[config.mk]
export PLATFORM = sky130hd
export DESIGN_NAME = clint
export DESIGN_NICKNAME = d
export VERILOG_FILES = /design/src/source/clint_pkg.sv /design/src/source/clint_axi_slave.sv /design/src/source/clint_timer.sv /design/src/source/clint.sv
export VERILOG_INCLUDE_DIRS = /design/src /design/src/source
export SDC_FILE = /design/constraint.sdc
export NUM_CORES = 1
export LEC_CHECK = 0
export ABC_AREA = 1
export ABC_CLOCK_PERIOD_IN_PS = 8200
export BUFFER_PORTS_ARGS = -buffer_cell sky130_fd_sc_hd__buf_4
export CORE_UTILIZATION = 45
export DETAILED_ROUTE_END_ITERATION = 10
export PLACE_DENSITY = 0.66
export REMOVE_ABC_BUFFERS = 1
export SLEW_MARGIN = 40
export SYNTH_ARGS = -nofsm -noshare
export SYNTH_HDL_FRONTEND = slang
export SYNTH_SLANG_ARGS = --single-unit
[constraint.sdc]
create_clock -name clk -period 8.2 [get_ports clk]
set_input_delay 0 -clock clk [delete_from_list [all_inputs] [get_ports clk]]
set_output_delay 0 -clock clk [all_outputs]
set_load 0.02 [all_outputs]
[src/source/clint_settings.svh]
`ifndef CLINT_SETTINGS_SVH
`define CLINT_SETTINGS_SVH

// register map, low 16 address bits as decoded by the timer block
`define CLINT_MTIMECMP_OFFSET 16'h4000
`define CLINT_MTIME_OFFSET    16'hbff8

// compare value loaded at reset
// the first timer pulse follows once mtime has counted up to it
`define CLINT_MTIMECMP_RESET  64'd4

// AXI response codes
`define CLINT_RESP_OKAY       2'b00
`define CLINT_RESP_SLVERR     2'b10

`endif

[src/source/clint_pkg.sv]
package clint_pkg;

    // full bus address, only the low bits are decoded
    typedef logic [63:0] addr_t;

    // one register or one data beat
    typedef logic [63:0] data_t;

    // one strobe bit per data byte
    typedef logic [7:0] strb_t;

    // register offset inside the CLINT window
    typedef logic [15:0] offset_t;

    // bresp / rresp encoding
    typedef logic [1:0] resp_t;

    // write channel, WR_RESP covers the accept cycle and the pending B beat
    typedef enum logic {
        WR_IDLE,
        WR_RESP
    } wr_state_t;

    // read channel, RD_DATA lasts until the R beat is taken
    typedef enum logic {
        RD_IDLE,
        RD_DATA
    } rd_state_t;

endpackage

[src/source/clint_axi_slave.sv]
`include "clint_settings.svh"

module clint_axi_slave (
    input  logic              clk,
    input  logic              rst_n,

    // write address and data channels
    input  clint_pkg::addr_t  axi_awaddr,
    input  logic              axi_awvalid,
    output logic              axi_awready,
    input  clint_pkg::data_t  axi_wdata,
    input  clint_pkg::strb_t  axi_wstrb,
    input  logic              axi_wvalid,
    output logic              axi_wready,

    // write response channel
    output clint_pkg::resp_t  axi_bresp,
    output logic              axi_bvalid,
    input  logic              axi_bready,

    // read address and data channels
    input  clint_pkg::addr_t  axi_araddr,
    input  logic              axi_arvalid,
    output logic              axi_arready,
    output clint_pkg::data_t  axi_rdata,
    output clint_pkg::resp_t  axi_rresp,
    output logic              axi_rvalid,
    input  logic              axi_rready,

    // register access towards the timer
    output logic              wr_en,
    output clint_pkg::offset_t wr_offset,
    output clint_pkg::data_t  wr_data,
    output clint_pkg::strb_t  wr_strb,
    output logic              rd_en,
    output clint_pkg::offset_t rd_offset,
    input  clint_pkg::data_t  rd_data,
    input  logic              wr_hit,
    input  logic              rd_hit
);

    clint_pkg::wr_state_t wr_state;
    clint_pkg::rd_state_t rd_state;

    // shared ready for the address and data channels of a write
    logic                 wr_accept;
    logic                 wr_start;
    logic                 rd_start;

    // a write is only taken when both halves are present and no B beat is owed
    assign wr_start = (wr_state == clint_pkg::WR_IDLE) && axi_awvalid && axi_wvalid;

    // handshake cycle of both write channels
    assign wr_en = wr_accept && axi_awvalid && axi_wvalid;

    assign axi_awready = wr_accept;
    assign axi_wready  = wr_accept;

    always_ff @(posedge clk or negedge rst_n)
    begin
        if (!rst_n)
        begin
            wr_state   <= clint_pkg::WR_IDLE;
            wr_accept  <= 1'b0;
            axi_bvalid <= 1'b0;
        end
        else
        begin
            // ready is high for exactly one cycle per accepted write
            wr_accept <= wr_start;

            case (wr_state)
                clint_pkg::WR_IDLE:
                begin
                    if (wr_start)
                    begin
                        wr_state <= clint_pkg::WR_RESP;
                    end
                end
                clint_pkg::WR_RESP:
                begin
                    if (axi_bvalid && axi_bready)
                    begin
                        wr_state <= clint_pkg::WR_IDLE;
                    end
                end
                default:
                begin
                    wr_state <= clint_pkg::WR_IDLE;
                end
            endcase

            if (wr_en)
            begin
                axi_bvalid <= 1'b1;
            end
            else if (axi_bvalid && axi_bready)
            begin
                axi_bvalid <= 1'b0;
            end
        end
    end

    // write payload, captured while the master holds it
    always_ff @(posedge clk)
    begin
        if (wr_start)
        begin
            wr_offset <= axi_awaddr[15:0];
            wr_data   <= axi_wdata;
            wr_strb   <= axi_wstrb;
        end
        if (wr_en)
        begin
            axi_bresp <= wr_hit ? `CLINT_RESP_OKAY : `CLINT_RESP_SLVERR;
        end
    end

    assign rd_start = (rd_state == clint_pkg::RD_IDLE) && axi_arvalid;
    assign rd_en    = axi_arready && axi_arvalid;

    always_ff @(posedge clk or negedge rst_n)
    begin
        if (!rst_n)
        begin
            rd_state    <= clint_pkg::RD_IDLE;
            axi_arready <= 1'b0;
            axi_rvalid  <= 1'b0;
        end
        else
        begin
            axi_arready <= rd_start;

            case (rd_state)
                clint_pkg::RD_IDLE:
                begin
                    if (rd_start)
                    begin
                        rd_state <= clint_pkg::RD_DATA;
                    end
                end
                clint_pkg::RD_DATA:
                begin
                    if (axi_rvalid && axi_rready)
                    begin
                        rd_state <= clint_pkg::RD_IDLE;
                    end
                end
                default:
                begin
                    rd_state <= clint_pkg::RD_IDLE;
                end
            endcase

            if (rd_en)
            begin
                axi_rvalid <= 1'b1;
            end
            else if (axi_rvalid && axi_rready)
            begin
                axi_rvalid <= 1'b0;
            end
        end
    end

    // read offset and result, held until the R beat completes
    always_ff @(posedge clk)
    begin
        if (rd_start)
        begin
            rd_offset <= axi_araddr[15:0];
        end
        if (rd_en)
        begin
            // unmapped offsets return zero data
            axi_rdata <= rd_hit ? rd_data : '0;
            axi_rresp <= rd_hit ? `CLINT_RESP_OKAY : `CLINT_RESP_SLVERR;
        end
    end

endmodule

[src/source/clint_timer.sv]
`include "clint_settings.svh"

module clint_timer (
    input  logic               clk,
    input  logic               rst_n,

    // register access from the bus front end
    input  logic               wr_en,
    input  clint_pkg::offset_t wr_offset,
    input  clint_pkg::data_t   wr_data,
    input  clint_pkg::strb_t   wr_strb,
    input  logic               rd_en,
    input  clint_pkg::offset_t rd_offset,
    output clint_pkg::data_t   rd_data,
    output logic               wr_hit,
    output logic               rd_hit,

    // one-cycle machine timer interrupt
    output logic               timer_irq
);

    clint_pkg::data_t mtime;
    clint_pkg::data_t mtimecmp;

    // offset decode
    logic             wr_mtime;
    logic             wr_mtimecmp;
    logic             rd_mtime;
    logic             rd_mtimecmp;

    // registered compare result and its previous value
    logic             pending;
    logic             pending_d;

    // bytes with a strobe take the new value, the rest keep the old one
    function automatic clint_pkg::data_t byte_merge(
        input clint_pkg::data_t cur,
        input clint_pkg::data_t upd,
        input clint_pkg::strb_t strb
    );
        clint_pkg::data_t result;
        result = cur;
        for (int i = 0; i < $bits(clint_pkg::strb_t); i++)
        begin
            if (strb[i])
            begin
                result[i*8 +: 8] = upd[i*8 +: 8];
            end
        end
        return result;
    endfunction

    assign wr_mtime    = (wr_offset == `CLINT_MTIME_OFFSET);
    assign wr_mtimecmp = (wr_offset == `CLINT_MTIMECMP_OFFSET);
    assign rd_mtime    = (rd_offset == `CLINT_MTIME_OFFSET);
    assign rd_mtimecmp = (rd_offset == `CLINT_MTIMECMP_OFFSET);

    // the slave picks OKAY or SLVERR from these
    assign wr_hit = wr_mtime || wr_mtimecmp;
    assign rd_hit = rd_mtime || rd_mtimecmp;

    // a written mtime skips the increment for that cycle
    always_ff @(posedge clk or negedge rst_n)
    begin
        if (!rst_n)
        begin
            mtime <= '0;
        end
        else if (wr_en && wr_mtime)
        begin
            mtime <= byte_merge(mtime, wr_data, wr_strb);
        end
        else
        begin
            mtime <= mtime + 64'd1;
        end
    end

    always_ff @(posedge clk or negedge rst_n)
    begin
        if (!rst_n)
        begin
            mtimecmp <= `CLINT_MTIMECMP_RESET;
        end
        else if (wr_en && wr_mtimecmp)
        begin
            mtimecmp <= byte_merge(mtimecmp, wr_data, wr_strb);
        end
    end

    // value before the read handshake edge, captured by the slave
    always_comb
    begin
        rd_data = '0;
        if (rd_en)
        begin
            if (rd_mtime)
            begin
                rd_data = mtime;
            end
            else if (rd_mtimecmp)
            begin
                rd_data = mtimecmp;
            end
        end
    end

    always_ff @(posedge clk or negedge rst_n)
    begin
        if (!rst_n)
        begin
            pending   <= 1'b0;
            pending_d <= 1'b0;
        end
        else
        begin
            pending   <= (mtime >= mtimecmp);
            pending_d <= pending;
        end
    end

    // rising edge of pending gives a single pulse
    assign timer_irq = pending && !pending_d;

endmodule

[src/source/clint.sv]
module clint (
    input  logic             clk,
    input  logic             rst_n,

    input  clint_pkg::addr_t axi_awaddr,
    input  logic             axi_awvalid,
    output logic             axi_awready,
    input  clint_pkg::data_t axi_wdata,
    input  clint_pkg::strb_t axi_wstrb,
    input  logic             axi_wvalid,
    output logic             axi_wready,
    output clint_pkg::resp_t axi_bresp,
    output logic             axi_bvalid,
    input  logic             axi_bready,

    input  clint_pkg::addr_t axi_araddr,
    input  logic             axi_arvalid,
    output logic             axi_arready,
    output clint_pkg::data_t axi_rdata,
    output clint_pkg::resp_t axi_rresp,
    output logic             axi_rvalid,
    input  logic             axi_rready,

    output logic             timer_irq
);

    // register access between the bus front end and the timer
    logic               wr_en;
    clint_pkg::offset_t wr_offset;
    clint_pkg::data_t   wr_data;
    clint_pkg::strb_t   wr_strb;
    logic               rd_en;
    clint_pkg::offset_t rd_offset;
    clint_pkg::data_t   rd_data;
    logic               wr_hit;
    logic               rd_hit;

    clint_axi_slave slave0 (
        .clk         (clk),
        .rst_n       (rst_n),
        .axi_awaddr  (axi_awaddr),
        .axi_awvalid (axi_awvalid),
        .axi_awready (axi_awready),
        .axi_wdata   (axi_wdata),
        .axi_wstrb   (axi_wstrb),
        .axi_wvalid  (axi_wvalid),
        .axi_wready  (axi_wready),
        .axi_bresp   (axi_bresp),
        .axi_bvalid  (axi_bvalid),
        .axi_bready  (axi_bready),
        .axi_araddr  (axi_araddr),
        .axi_arvalid (axi_arvalid),
        .axi_arready (axi_arready),
        .axi_rdata   (axi_rdata),
        .axi_rresp   (axi_rresp),
        .axi_rvalid  (axi_rvalid),
        .axi_rready  (axi_rready),
        .wr_en       (wr_en),
        .wr_offset   (wr_offset),
        .wr_data     (wr_data),
        .wr_strb     (wr_strb),
        .rd_en       (rd_en),
        .rd_offset   (rd_offset),
        .rd_data     (rd_data),
        .wr_hit      (wr_hit),
        .rd_hit      (rd_hit)
    );

    clint_timer timer0 (
        .clk       (clk),
        .rst_n     (rst_n),
        .wr_en     (wr_en),
        .wr_offset (wr_offset),
        .wr_data   (wr_data),
        .wr_strb   (wr_strb),
        .rd_en     (rd_en),
        .rd_offset (rd_offset),
        .rd_data   (rd_data),
        .wr_hit    (wr_hit),
        .rd_hit    (rd_hit),
        .timer_irq (timer_irq)
    );

endmodule

== Word level (Yosys, flattened, before mapping) ==
Cells that the tools add are included.
W data, S select, Z words.

* Input port bits: 207
* Flip-flop bits (word level): 308

* Bitwise operators: 2
* Magnitude comparators: 1
* Equality and inequality tests: 12
* Multiplexer cells: 23
* Add/subtract/negate cells: 1
* Reduce and logical (&&, ||, !) cells: 24

{| class="wikitable"
|+ Operators with widths
! kind !! count
|-
| $mux W64 || 3
|-
| $add A64 B1 Y64 const B || 1
|-
| $ge A64 B64 Y1 || 1
|-
| $mux W8 || 8
|-
| $eq A16 B15 Y1 const B || 2
|-
| $eq A16 B16 Y1 const B || 2
|-
| $ne A2 B2 Y1 const B || 8
|-
| $reduce_and A2 Y1 || 8
|-
| $logic_and A1 B1 Y1 || 11
|-
| $mux W1 || 8
|-
| $mux W2 || 2
|-
| $pmux W1 S2 || 2
|-
| $reduce_bool A2 Y1 || 2
|-
| $logic_or A1 B1 Y1 || 2
|-
| $not A1 Y1 || 2
|-
| $logic_not A1 Y1 || 1
|}

== Depth between registers and ports, before layout ==
* Word-level depth: 5
* Mapped depth: 15
* Gate-level depth less buffers: 15

== Cells and area by module ==
Synthesis repeated with hierarchy kept, for this count alone.

* Cell total of the unflattened synthesis: 2000
* Area total of the unflattened synthesis: 16422.0 µm²

{| class="wikitable"
|+ By module, submodules not included
! module !! instances !! cells each !! area an instance (µm²)
|-
| clint_timer || 1 || 1662 || 10501.3
|-
| clint_axi_slave || 1 || 338 || 5920.7
|}

== Worst setup path before layout ==
No wires, ideal clock.

* Kind: register to register
* Start: register slave0.wr_state
* End: register slave0.wr_data[0] (enable)
* Data arrival time: 4084 ps
* Buffers on the path: 0
* Path slack: 3578 ps
* Cell stages (with the launch flop): 2
* Clock period less this slack: 4622 ps
* Required time: 7662 ps
* Path through: dfrtp_1 > nor2_1

* Word-level cells in the longest chain between the ends: 3

{| class="wikitable"
|+ RTL lines
! element !! RTL line !! text
|-
| start, declared || clint_axi_slave.sv:42 || <nowiki>clint_pkg::wr_state_t wr_state;</nowiki>
|-
| start signal, assigned || clint_axi_slave.sv:63 || <nowiki>wr_state <= clint_pkg::WR_IDLE;</nowiki>
|-
| start signal, assigned || clint_axi_slave.sv:77 || <nowiki>wr_state <= clint_pkg::WR_RESP;</nowiki>
|-
| start signal, assigned || clint_axi_slave.sv:84 || <nowiki>wr_state <= clint_pkg::WR_IDLE;</nowiki>
|-
| $not A1 Y1 || - ||
|-
| $logic_and A1 B1 Y1 (2 in series) || clint_axi_slave.sv:51 || <nowiki>assign wr_start = (wr_state == clint_pkg::WR_IDLE) && axi_awvalid && axi_wvalid;</nowiki>
|-
| named net slave0.wr_start || clint_axi_slave.sv:47 || <nowiki>logic wr_start;</nowiki>
|-
| end signal, assigned || clint_axi_slave.sv:110 || <nowiki>wr_data <= axi_wdata;</nowiki>
|-
| end, declared || clint_axi_slave.sv:33 || <nowiki>output clint_pkg::data_t wr_data,</nowiki>
|}

The timed path passes the listed nets, and every way through them passes these cells.
A chain may end at the register's enable or synchronous reset.

== Final worst setup path ==
* Start: register slave0.rd_offset[1]
* End: register slave0.axi_rdata[51] (data pin)

* Word-level cells in the longest chain between the ends: 3
* Elaborated cells on any way between the ends: 5
* Those cells by class: eq/ne (2); mux (2); reduce/logical (1)

{| class="wikitable"
|+ RTL lines
! element !! RTL line !! text
|-
| start, declared || clint_axi_slave.sv:36 || <nowiki>output clint_pkg::offset_t rd_offset,</nowiki>
|-
| start signal, assigned || clint_axi_slave.sv:171 || <nowiki>rd_offset <= axi_araddr[15:0];</nowiki>
|-
| $eq A16 B15 Y1 (no source line) || - ||
|-
| $mux W64 || clint_timer.sv:101 || <nowiki>else if (rd_mtimecmp)</nowiki>
|-
| $mux W64 || clint_timer.sv:97 || <nowiki>if (rd_mtime)</nowiki>
|-
| end signal, assigned || clint_axi_slave.sv:176 || <nowiki>axi_rdata <= rd_hit ? rd_data : '0;</nowiki>
|-
| end, declared || clint_axi_slave.sv:25 || <nowiki>output clint_pkg::data_t axi_rdata,</nowiki>
|}

Several ways; a longest one is shown, not always the timed one.

==> results.yml <==
run_status:
  outcome: "finished, final reports clean"
clock_tree:
  cts_buffer_depth: 3
  postCtsSetupBuffers: 0
  cts_root_buf: "clkbuf_16"
  cts_resized: 0
  cts_max_level: 2
  ctsHoldBuffers: 112
  cts_made_buffers: 35
  insertion_delay_ns: 0.55
  clock_sinks: 306
  cts_tree: "done"
  cts.clk_slew.worst_paths_ns: 0.06
job:
  timing.max_cap.violations: 0
sta:
  finalSetupViolCount: 0
  relSlewSlack: 0.4605
  finalCriticalPeriod_ns: 2.794
  timing.hold.ws_ns: 0.02998
  rsz0062_at_grt: "no"
  slew_viol_final: 0
  fmax_mhz: 357.9
  tns_ns: 0
  post-route-period-util: 0.3407
  hold_viol: 0
  setup_ws_ns: 5.406
  worst_slew_pin_slew_ns: 0.8093
  fin_skew_ns: 0.01656
logic_synthesis:
  synth.avg_cell_area_sq_um: 8.505
  synth_seq_cells: 306
  synthCells: 1882
  ys_warn_count: 0
  mappedNetlistArea_sq_mm: 0.01601
  ys_seq_area_frac: 0.5316
  synthDistinctLibCells: 39
detailed_routing:
  drc: 0
  num_vias: 13510
  routed_wl_microns: 43180
  via_per_inst: 5.101
  first_pass_iters: 5
  detail-route-antenna-nets: 0
  drtIter0Drc: 846
  wl_per_cell_microns: 16.30
worst_setup_path:
  endpoint_kind: "flop"
  start_kind: "flop"
  cp.required_ns: 8.50
  crit_slowest_cell: "buf_4"
  worstSetupPathType: "flop to flop"
  max_stage_delay_ns: 0.63
  critPathMaxFanout: 80
  crit_path_frequent_cell: "buf_4"
  crit_path_cell_trace: "or2_1, nor3_2, nand3_2, buf_4, inv_2, buf_4, o21ai_0, a21oi_1"
  worstPathArrival_ns: 3.09
power_and_ir_drop:
  power_frac_seq: 0.494
  p_sw_w: 0.0008197
  intPower_w: 0.002780
  p_leak_nw: 9.192
  ir_drop_v: 0.0001817
  powerDensity_mw_per_mm2: 179.6
  swShare: 0.2277
  comb_power_share: 0.072
  clkPwrFrac: 0.434
floorplanning:
  ios: 281
  core_sq_mm: 0.03480
  rows: 68
  die_w_microns: 190.6
  start_util: 0.4600
  dieArea_sq_mm: 0.03633
  die_h_microns: 190.6
place:
  routabilityCongestion: 0.9535
  place_hpwl_microns: 29460
  dp_slack_ns: 5.515
  port_buffers: 182
layout:
  antenna_cells: 0
  layout-drive-gt1-share: 0.1317
  final_nets: 2439
  area_growth_pct: 25.23
global_route:
  grt_max_degree: 82
  grt_pass1_vias: 13110
  grt_pass1_wl_microns: 68710
  overflow: 0
  grt_util_all_layers: 0.2435
  grt_antenna_before_repair: 0
min_path:
  hold_class: "input pin to flop"
-- sequential cells by signal, indices dropped and copies added, names as in the netlist, 8 cells and up --
name / flops
slave0.axi_rdata: 64
timer0.mtimecmp: 64
slave0.wr_data: 64
timer0.mtime: 64
slave0.wr_strb: 8
slave0.rd_offset: 16
slave0.wr_offset: 16
-- worst max-delay path, delay by kind of cell (launching register included) --
kind	cells	cell delay, ns
flops	1	0.34
simple gates	3	0.55
compound gates	2	0.55
buf+inv	3	1.06
-- power groups by stage --
stage | Combinational [W] | Clock [W] | Sequential, W
floorplan | 0.0000576 | 0 | 0.00183
global placement | 0.000208 | 0 | 0.00181
detailed placement | 0.000217 | 0 | 0.00181
CTS | 0.000261 | 0.00160 | 0.00178
global route | 0.000282 | 0.00166 | 0.00179
finish | 0.000258 | 0.00156 | 0.00178
-- metal layers --
metal	wire [microns]	track usage	part of all wire
met4	1011	0.08154	0.023
met3	2459	0.03975	0.057
met5	0	0	0
met1	19780	0.3316	0.46
met2	19930	0.3945	0.46
-- kinds of logic (layout without fill, tap and decap cells) --
family / count (synthesis) / in the layout / synth area share
flops: 306 / 306 / 0.5316
compound gates: 176 / 176 / 0.05558
simple gates: 1102 / 1102 / 0.2952
buf+inv: 205 / 516 / 0.05183
other cells: 1 / 2 / 0.0002343
fa+ha+maj: 65 / 65 / 0.05081
xor+xnor: 27 / 27 / 0.01477
-- final timing paths --
kind	end	depth (start not counted)	start	slack (ns)
worst max-delay path	slave0.axi_rdata[51]$_SDFFCE_PP0P_	8	slave0.rd_offset[1]$_DFFE_PP_	5.41
worst min-delay path	slave0.axi_bresp[1]$_DFFE_PP_	3	axi_wvalid	0.03
worst max register to register	slave0.axi_rdata[51]$_SDFFCE_PP0P_	8	slave0.rd_offset[1]$_DFFE_PP_	5.41
worst min register to register	timer0.pending_d$_DFF_PN0_	0	timer0.pending$_DFF_PN0_	0.38
max in group asynchronous	timer0.mtimecmp[44]$_DFFE_PN0P_	3	rst_n	7.13
min in group asynchronous	timer0.mtimecmp[19]$_DFFE_PN0P_	2	rst_n	0.08
-- cells in the mapped netlist (all sizes together) --
library cell / n / area share
a21o: 1 / 0.00047
a21oi: 48 / 0.015
a31oi: 1 / 0.00039
and2: 7 / 0.0027
buf: 31 / 0.011
clkbuf: 27 / 0.0063
conb: 1 / 0.00023
dfrtp: 135 / 0.21
dfstp: 1 / 0.0016
edfxtp: 170 / 0.32
ha: 65 / 0.051
inv: 147 / 0.034
nand2: 651 / 0.16
nand3: 134 / 0.043
nand3b: 13 / 0.0061
nand4: 24 / 0.0094
nor2: 245 / 0.065
nor3: 12 / 0.0053
nor4: 7 / 0.0031
o211ai: 1 / 0.00047
o21a: 1 / 0.00047
o21ai: 124 / 0.039
or2: 9 / 0.0035
xnor2: 15 / 0.0082
xor2: 12 / 0.0066
-- cell type report --
| class | instances | area [sq um] |
|---|---|---|
| clock inverter | 15 | 182.7 |
| fill | 3128 | 14750 |
| multi-input combinational | 1372 | 6689 |
| sequential | 306 | 8509 |
| clock buffer | 49 | 948.4 |
| timing repair buffer | 305 | 2595 |
| tap | 455 | 569.3 |
| inverter | 147 | 551.8 |
-- per-stage QoR --
stage | area [sq um] | utilization | total power [W] | instances
floorplan | 15730 | - | 0.001889 | 1825
global placement | 17760 | 0.5104 | 0.002015 | 2472
detailed placement | 17780 | 0.5110 | 0.002023 | 2473
CTS | 20040 | 0.5758 | 0.003641 | 2649
global route | 20050 | 0.5760 | 0.003725 | 2649
finish | 20050 | 0.5760 | 0.003600 | 2649
-- cells in the final DEF (no fill, tap or decap), types with 2 or more instances in the layout --
| master | Yosys | final |
|---|---|---|
| nor4_1 | 6 | 6 |
| nand3_1 | 131 | 130 |
| xor2_1 | 12 | 12 |
| dfrtp_1 | 135 | 135 |
| nor3_2 | 5 | 5 |
| nor2_8 | 2 | 2 |
| o21ai_0 | 104 | 104 |
| nand4_1 | 24 | 24 |
| nand2_2 | 3 | 4 |
| conb_1 | 1 | 2 |
| or2_1 | 2 | 2 |
| inv_1 | 141 | 140 |
| or2_0 | 7 | 7 |
| dlygate4sd3_1 | 0 | 112 |
| nor2_2 | 4 | 5 |
| clkinv_1 | 0 | 5 |
| buf_6 | 1 | 3 |
| inv_2 | 6 | 7 |
| xnor2_1 | 15 | 15 |
| clkinv_2 | 0 | 2 |
| clkbuf_16 | 0 | 35 |
| a21oi_1 | 48 | 48 |
| nor3_1 | 7 | 7 |
| nand2_4 | 8 | 8 |
| nand3_2 | 3 | 4 |
| nor2_4 | 11 | 12 |
| nand2_1 | 640 | 639 |
| clkbuf_1 | 27 | 12 |
| edfxtp_1 | 170 | 170 |
| bufinv_16 | 0 | 4 |
| and2_1 | 6 | 6 |
| nor2_1 | 228 | 226 |
| buf_4 | 6 | 188 |
| nand3b_1 | 13 | 13 |
| clkbuf_8 | 0 | 3 |
| inv_6 | 0 | 3 |
| ha_1 | 65 | 65 |
| o21ai_1 | 20 | 20 |
Power figures use the tool's default switching activity.
